==> config.mk <==
export PLATFORM = sky130hd
export DESIGN_NAME = fft_top
export DESIGN_NICKNAME = d
export VERILOG_FILES = /design/src/fft_pkg.sv /design/src/fft_top.sv /design/src/fft_stage.sv /design/src/fft_frame_input.sv /design/src/fft_butterfly.sv
export VERILOG_INCLUDE_DIRS = /design/src
export SDC_FILE = /design/constraint.sdc
export NUM_CORES = 2
export LEC_CHECK = 0
export BUFFER_PORTS_ARGS = -buffer_cell sky130_fd_sc_hd__buf_2
export CORE_MARGIN = 5
export CORE_UTILIZATION = 55
export CTS_CLUSTER_DIAMETER = 80
export DETAILED_ROUTE_END_ITERATION = 6
export PLACE_DENSITY = 0.84
export REMOVE_ABC_BUFFERS = 1
export SLEW_MARGIN = 15
export SYNTH_ARGS = -nofsm -noshare
export SYNTH_HDL_FRONTEND = slang
export SYNTH_SLANG_ARGS = --single-unit
==> constraint.sdc <==
create_clock -name clk -period 31.9 [get_ports clk]
set_clock_uncertainty 0.05 [all_clocks]
set_input_delay 4.785 -clock clk [delete_from_list [all_inputs] [get_ports clk]]
set_output_delay 4.785 -clock clk [all_outputs]
set_load 0.03 [all_outputs]
==> src/fft_cfg.svh <==
`ifndef FFT_CFG_SVH
`define FFT_CFG_SVH

// points per frame
`define FFT_POINTS 8

// log2 of the point count
`define FFT_STAGES 3

// signed width of one real or imaginary part
// inputs within +-1000 can grow 8x over three stages
`define FFT_SAMPLE_WIDTH 18

// twiddles in Q-format where 1.0 is 1024
`define FFT_TW_FRAC 10

`endif
==> src/fft_pkg.sv <==
`default_nettype none

`include "fft_cfg.svh"

package fft_pkg;

  localparam int fft_points = `FFT_POINTS;
  localparam int fft_stages = `FFT_STAGES;
  localparam int tw_frac = `FFT_TW_FRAC;

  typedef logic signed [`FFT_SAMPLE_WIDTH-1:0] sample_t;

  typedef struct packed {
    sample_t re;
    sample_t im;
  } cplx_t;

  // index 0 sits at the low end
  typedef cplx_t [`FFT_POINTS-1:0] frame_t;

  typedef logic signed [11:0] tw_coef_t;

  typedef struct packed {
    tw_coef_t re;
    tw_coef_t im;
  } twiddle_t;

  // W8^k for k in 0..3
  function automatic twiddle_t twiddle(input int k);
    twiddle_t w;
    case (k)
      1:
      begin
        w.re = 12'sd724;
        w.im = -12'sd724;
      end
      2:
      begin
        w.re = 12'sd0;
        w.im = -12'sd1024;
      end
      3:
      begin
        w.re = -12'sd724;
        w.im = -12'sd724;
      end
      default:
      begin
        w.re = 12'sd1024;
        w.im = 12'sd0;
      end
    endcase
    return w;
  endfunction

endpackage

`default_nettype wire

==> src/fft_top.sv <==
`timescale 1ns/1ps
`default_nettype none

module fft_top
  import fft_pkg::*;
(
  input  logic   clk,
  input  logic   reset,
  input  logic   in_valid,
  output logic   in_ready,
  input  frame_t in_frame,
  output logic   out_valid,
  input  logic   out_ready,
  output frame_t out_frame
);

  // input register to stage 0
  logic   rev_valid;
  logic   rev_ready;
  frame_t rev_frame;

  // stage 0 to stage 1
  logic   s0_valid;
  logic   s0_ready;
  frame_t s0_frame;

  // stage 1 to stage 2
  logic   s1_valid;
  logic   s1_ready;
  frame_t s1_frame;

  fft_frame_input u_input (
    .clk       (clk),
    .reset     (reset),
    .in_valid  (in_valid),
    .in_ready  (in_ready),
    .in_frame  (in_frame),
    .out_valid (rev_valid),
    .out_ready (rev_ready),
    .out_frame (rev_frame)
  );

  fft_stage #(
    .STAGE (0)
  ) u_stage0 (
    .clk       (clk),
    .reset     (reset),
    .in_valid  (rev_valid),
    .in_ready  (rev_ready),
    .in_frame  (rev_frame),
    .out_valid (s0_valid),
    .out_ready (s0_ready),
    .out_frame (s0_frame)
  );

  fft_stage #(
    .STAGE (1)
  ) u_stage1 (
    .clk       (clk),
    .reset     (reset),
    .in_valid  (s0_valid),
    .in_ready  (s0_ready),
    .in_frame  (s0_frame),
    .out_valid (s1_valid),
    .out_ready (s1_ready),
    .out_frame (s1_frame)
  );

  // last stage leaves X[k] at natural position k
  fft_stage #(
    .STAGE (2)
  ) u_stage2 (
    .clk       (clk),
    .reset     (reset),
    .in_valid  (s1_valid),
    .in_ready  (s1_ready),
    .in_frame  (s1_frame),
    .out_valid (out_valid),
    .out_ready (out_ready),
    .out_frame (out_frame)
  );

endmodule

`default_nettype wire

==> src/fft_stage.sv <==
`timescale 1ns/1ps
`default_nettype none

`include "fft_cfg.svh"

module fft_stage
  import fft_pkg::*;
#(
  parameter int STAGE = 0
)
(
  input  logic   clk,
  input  logic   reset,
  input  logic   in_valid,
  output logic   in_ready,
  input  frame_t in_frame,
  output logic   out_valid,
  input  logic   out_ready,
  output frame_t out_frame
);

  // distance between the two points of a butterfly
  localparam int span = 1 << STAGE;

  // twiddle index step inside a group
  localparam int tw_step = `FFT_POINTS / (2 * span);

  if (STAGE < 0 || STAGE >= `FFT_STAGES)
  begin : gen_bad_stage
    $error("fft_stage: STAGE %0d out of range", STAGE);
  end

  wire frame_t result;

  frame_t frame_q;
  logic   full_q;
  logic   accept;

  // butterfly g works on positions lo and lo + span of its group
  for (genvar g = 0; g < `FFT_POINTS / 2; g++)
  begin : gen_bfly
    localparam int grp = g / span;
    localparam int j   = g % span;
    localparam int lo  = grp * 2 * span + j;
    localparam int hi  = lo + span;
    localparam twiddle_t w = twiddle(j * tw_step);

    fft_butterfly u_bfly (
      .a      (in_frame[lo]),
      .b      (in_frame[hi]),
      .w      (w),
      .top    (result[lo]),
      .bottom (result[hi])
    );
  end

  assign in_ready = !full_q || out_ready;
  assign accept   = in_valid && in_ready;

  always_ff @(posedge clk)
  begin
    if (reset)
    begin
      full_q <= 1'b0;
    end
    else if (in_ready)
    begin
      full_q <= in_valid;
    end
  end

  // results go back to the positions they came from
  always_ff @(posedge clk)
  begin
    if (accept)
    begin
      frame_q <= result;
    end
  end

  assign out_valid = full_q;
  assign out_frame = frame_q;

  // a frame offered downstream is not withdrawn or changed while stalled
  a_out_hold: assert property (
    @(posedge clk) disable iff (reset)
    out_valid && !out_ready |=> out_valid && $stable(out_frame)
  );

endmodule

`default_nettype wire

==> src/fft_frame_input.sv <==
`timescale 1ns/1ps
`default_nettype none

module fft_frame_input
  import fft_pkg::*;
(
  input  logic   clk,
  input  logic   reset,
  input  logic   in_valid,
  output logic   in_ready,
  input  frame_t in_frame,
  output logic   out_valid,
  input  logic   out_ready,
  output frame_t out_frame
);

  frame_t frame_q;
  frame_t reordered;
  logic   full_q;
  logic   accept;

  function automatic logic [fft_stages-1:0] bitrev(input logic [fft_stages-1:0] p);
    logic [fft_stages-1:0] r;
    for (int i = 0; i < fft_stages; i++)
    begin
      r[i] = p[fft_stages-1-i];
    end
    return r;
  endfunction

  // position p takes sample bitrev(p) so stage 0 works in place
  always_comb
  begin
    for (int p = 0; p < fft_points; p++)
    begin
      reordered[p] = in_frame[bitrev(fft_stages'(p))];
    end
  end

  // free when empty or when the held frame leaves this cycle
  assign in_ready = !full_q || out_ready;
  assign accept   = in_valid && in_ready;

  always_ff @(posedge clk)
  begin
    if (reset)
    begin
      full_q <= 1'b0;
    end
    else if (in_ready)
    begin
      full_q <= in_valid;
    end
  end

  always_ff @(posedge clk)
  begin
    if (accept)
    begin
      frame_q <= reordered;
    end
  end

  assign out_valid = full_q;
  assign out_frame = frame_q;

  // a stalled source keeps its frame until it is taken
  a_in_hold: assert property (
    @(posedge clk) disable iff (reset)
    in_valid && !in_ready |=> in_valid && $stable(in_frame)
  );

endmodule

`default_nettype wire

==> src/fft_butterfly.sv <==
`timescale 1ns/1ps
`default_nettype none

module fft_butterfly
  import fft_pkg::*;
(
  input  cplx_t    a,
  input  cplx_t    b,
  input  twiddle_t w,
  output cplx_t    top,
  output cplx_t    bottom
);

  // two products plus one bit for the sum
  localparam int prod_width = $bits(sample_t) + $bits(tw_coef_t) + 1;

  logic signed [prod_width-1:0] prod_re;
  logic signed [prod_width-1:0] prod_im;
  sample_t                      t_re;
  sample_t                      t_im;

  // complex multiply b * w at full precision
  always_comb
  begin
    prod_re = b.re * w.re - b.im * w.im;
    prod_im = b.re * w.im + b.im * w.re;
  end

  // back to sample scale with floor rounding
  always_comb
  begin
    t_re = sample_t'(prod_re >>> tw_frac);
    t_im = sample_t'(prod_im >>> tw_frac);
  end

  always_comb
  begin
    top.re    = a.re + t_re;
    top.im    = a.im + t_im;
    bottom.re = a.re - t_re;
    bottom.im = a.im - t_im;
  end

endmodule

`default_nettype wire

==> impl_metrics.json <==
{
  "syn_area_mm2": 0.0955,
  "core_area_mm2": 0.173,
  "post_cts_resized": 0,
  "cts_root_buf": "clkbuf_16",
  "critPathSlowestCell": "nor2b_1",
  "area_delta_synth_final_pct": 10.4,
  "tightest_slew_ns": 1.18,
  "finalSetupViolCount": 0,
  "yosys.area.top_type": "edfxtp_1",
  "yosys_warnings": 0,
  "route.detailed.drc": 0,
  "drive_gt1_share_pct": 9.11,
  "dp_cells": 12000,
  "gp_congestion": 0.998,
  "cp_common_cell": "buf_2",
  "die-width_um": 427,
  "met1_length_um": 111000,
  "placementRows": 153,
  "hold_violations": 0,
  "synth_top_area_share_pct": 35.5,
  "clk_latency_ns": 0.82,
  "rsz0062_at_grt": "no",
  "cap_violations": 0,
  "fin_cells": 12300,
  "initial_core_util_pct": 55.1,
  "overflow": 0,
  "clk_path_buf_depth": 3,
  "r2r_setup_slack_ns": 22.39,
  "worstPathMaxFanout": 5,
  "grt_first_pass_wirelength_um": 396000,
  "async_reset_ff_share_pct": 0,
  "routedWlPerCell_um": 21.6,
  "ctsHoldBuffers": 0,
  "critPathTopFamily": "simple AND/OR/NAND/NOR gates",
  "synth.most_common_cell": "ha_1",
  "start_kind": "input pin",
  "wl_met3_um": 15600,
  "antenna_found_initial": 12,
  "grt_usage_pct": 28.4,
  "status": "finished clean",
  "pin_count": 582,
  "crit_cells": 5,
  "synth_edf_count": 1128,
  "grt_max_degree": 139,
  "fin_setup_tns_ns": 0,
  "die_area_mm2": 0.182,
  "timing.fmax_ghz": 0.0919,
  "ys_ff_latch": 1132,
  "clkTransAtPathRegs_ns": 0.06,
  "port_buffers": 581,
  "drt_iter0_drc": 5646,
  "dr_wl_met2_um": 121000,
  "synth.avg_cell_area_um2": 10.3,
  "ctsHtreeMaxLevel": 4,
  "critPathCaptureType": "output port",
  "cts_setup_buffers": 0,
  "seq_area_frac_synth_pct": 35.5,
  "highest_layer": "met4",
  "antenna_left": 0,
  "num_vias": 70500,
  "dp_hpwl_um": 218000,
  "worst_hold_path.num_cells": 2,
  "synth-main-ff-cell": "edfxtp_1",
  "crit_chain": "buf_2 -> nor2b_1 -> and3_1 -> nand2_1 -> buf_2",
  "crit_type": "in -> out",
  "nets": 11900,
  "tritoncts.num_buffers": 132,
  "min_path_type": "reg -> reg",
  "synthTopCellsByCount": "ha_1 (1473), inv_1 (1322), edfxtp_1 (1128)",
  "synthCells": 9276,
  "period_minus_slack_ns": 10.88,
  "max-slew-margin-rel_pct": 20.6,
  "wl_um": 266000,
  "cts_sinks": 1132,
  "required_ns": 27.07,
  "critPathBufInv": 2,
  "synthTopCellsByArea": "edfxtp_1 (35%), ha_1 (19%), fa_1 (6.7%), xnor2_1 (6.7%), inv_1 (5.2%)",
  "die-height_um": 427,
  "cpPeakStageDelay_ns": 0.45,
  "dr.pass1.iters": 6,
  "fin_crit_sh_pct": 34.1,
  "worstPathArrival_ns": 6.04,
  "cts_tree": "done",
  "worstRegToRegCells": 26,
  "viasPerCell": 5.74,
  "fill_cells": 14000,
  "synth_cell_types": 80,
  "maxSlewViolCount": 0,
  "grt_pass1_vias": 68800
}
[path summary, 6_finish.rpt]
path                             end               startpoint
max                         in_ready                out_ready
min               u_stage1.out_valid       u_stage0.out_valid
max reg2reg  u_stage2.out_frame[143]  u_stage1.out_frame[270]
min reg2reg       u_stage1.out_valid       u_stage0.out_valid
[kinds of logic after synthesis]
kind of cell | count (synthesis) | synth area share, %
multiplexers | 42 | 0.460
adder cells (fa/ha/maj) | 1792 | 26.0
AO/OA/AOI/OAI | 1859 | 12.6
buffers and inverters | 1488 | 5.88
flip-flops | 1132 | 35.5
XOR/XNOR | 1045 | 9.61
AND/OR/NAND/NOR | 1918 | 9.90
[registers in the layout (all words and copies together), names as in the netlist]
| signal | cells |
|---|---|
| u_stage1.out_frame | 280 |
| u_input.out_valid | 1 |
| u_stage0.out_valid | 1 |
| u_input.out_frame | 288 |
| u_stage0.out_frame | 280 |
| u_stage2.out_frame | 280 |
| u_stage2.out_valid | 1 |
| u_stage1.out_valid | 1 |
[cell type report]
cell class	count	area, µm²	area share, %
inverter	1322	4960	4.71
timing repair buffer	599	3060	2.90
tap	2325	2910	2.76
sequential	1132	34000	32.2
antenna	4	10.0	0.00950
multi-input combinational	6656	56000	53.1
clock buffer	154	3500	3.32
clock inverter	82	1030	0.982
[worst reg2reg max path: cells and delay by family, from the launching register on]
kind / cells / cell delay, ns
buffers and inverters: 1 / 0.32
XOR/XNOR: 2 / 0.47
flip-flops: 1 / 0.78
AO/OA/AOI/OAI: 10 / 3.60
adder cells (fa/ha/maj): 7 / 2.83
AND/OR/NAND/NOR: 6 / 1.24
[stage by stage]
stage               util (%)  hold slack [ns]  area (µm²)  setup WS, ns
floorplan                  -            0.394       94900          5.50
global placement        58.2            0.416      101000         21.01
detailed placement      58.2            0.432      101000         21.01
CTS                     60.8            0.448      105000         21.01
global route            60.8            0.497      105000         20.95
finish                  60.8            0.445      105000         21.02
[cells in the final DEF (no fill, tap or decap), types with 314 or more instances in the layout]
cell type  netlist  routed
a21oi_1        602     601
buf_2            3     581
edfxtp_1      1128    1128
fa_1           319     319
ha_1          1473    1473
inv_1         1322    1322
nand2_1        321     321
nor2_1         585     585
o21ai_0        325     325
xnor2_1        729     729
xor2_1         314     314
[routing by layer]
layer  GRT usage, %  vias up
li1               -    33500
met1           37.2    34100
met2           45.6     2429
met3           3.34      516
met4           17.0        0
met5              0        -
Power is left out: the tool's default activity adds up to more than one toggle a clock period on the data nets, which glitch-free logic cannot reach.
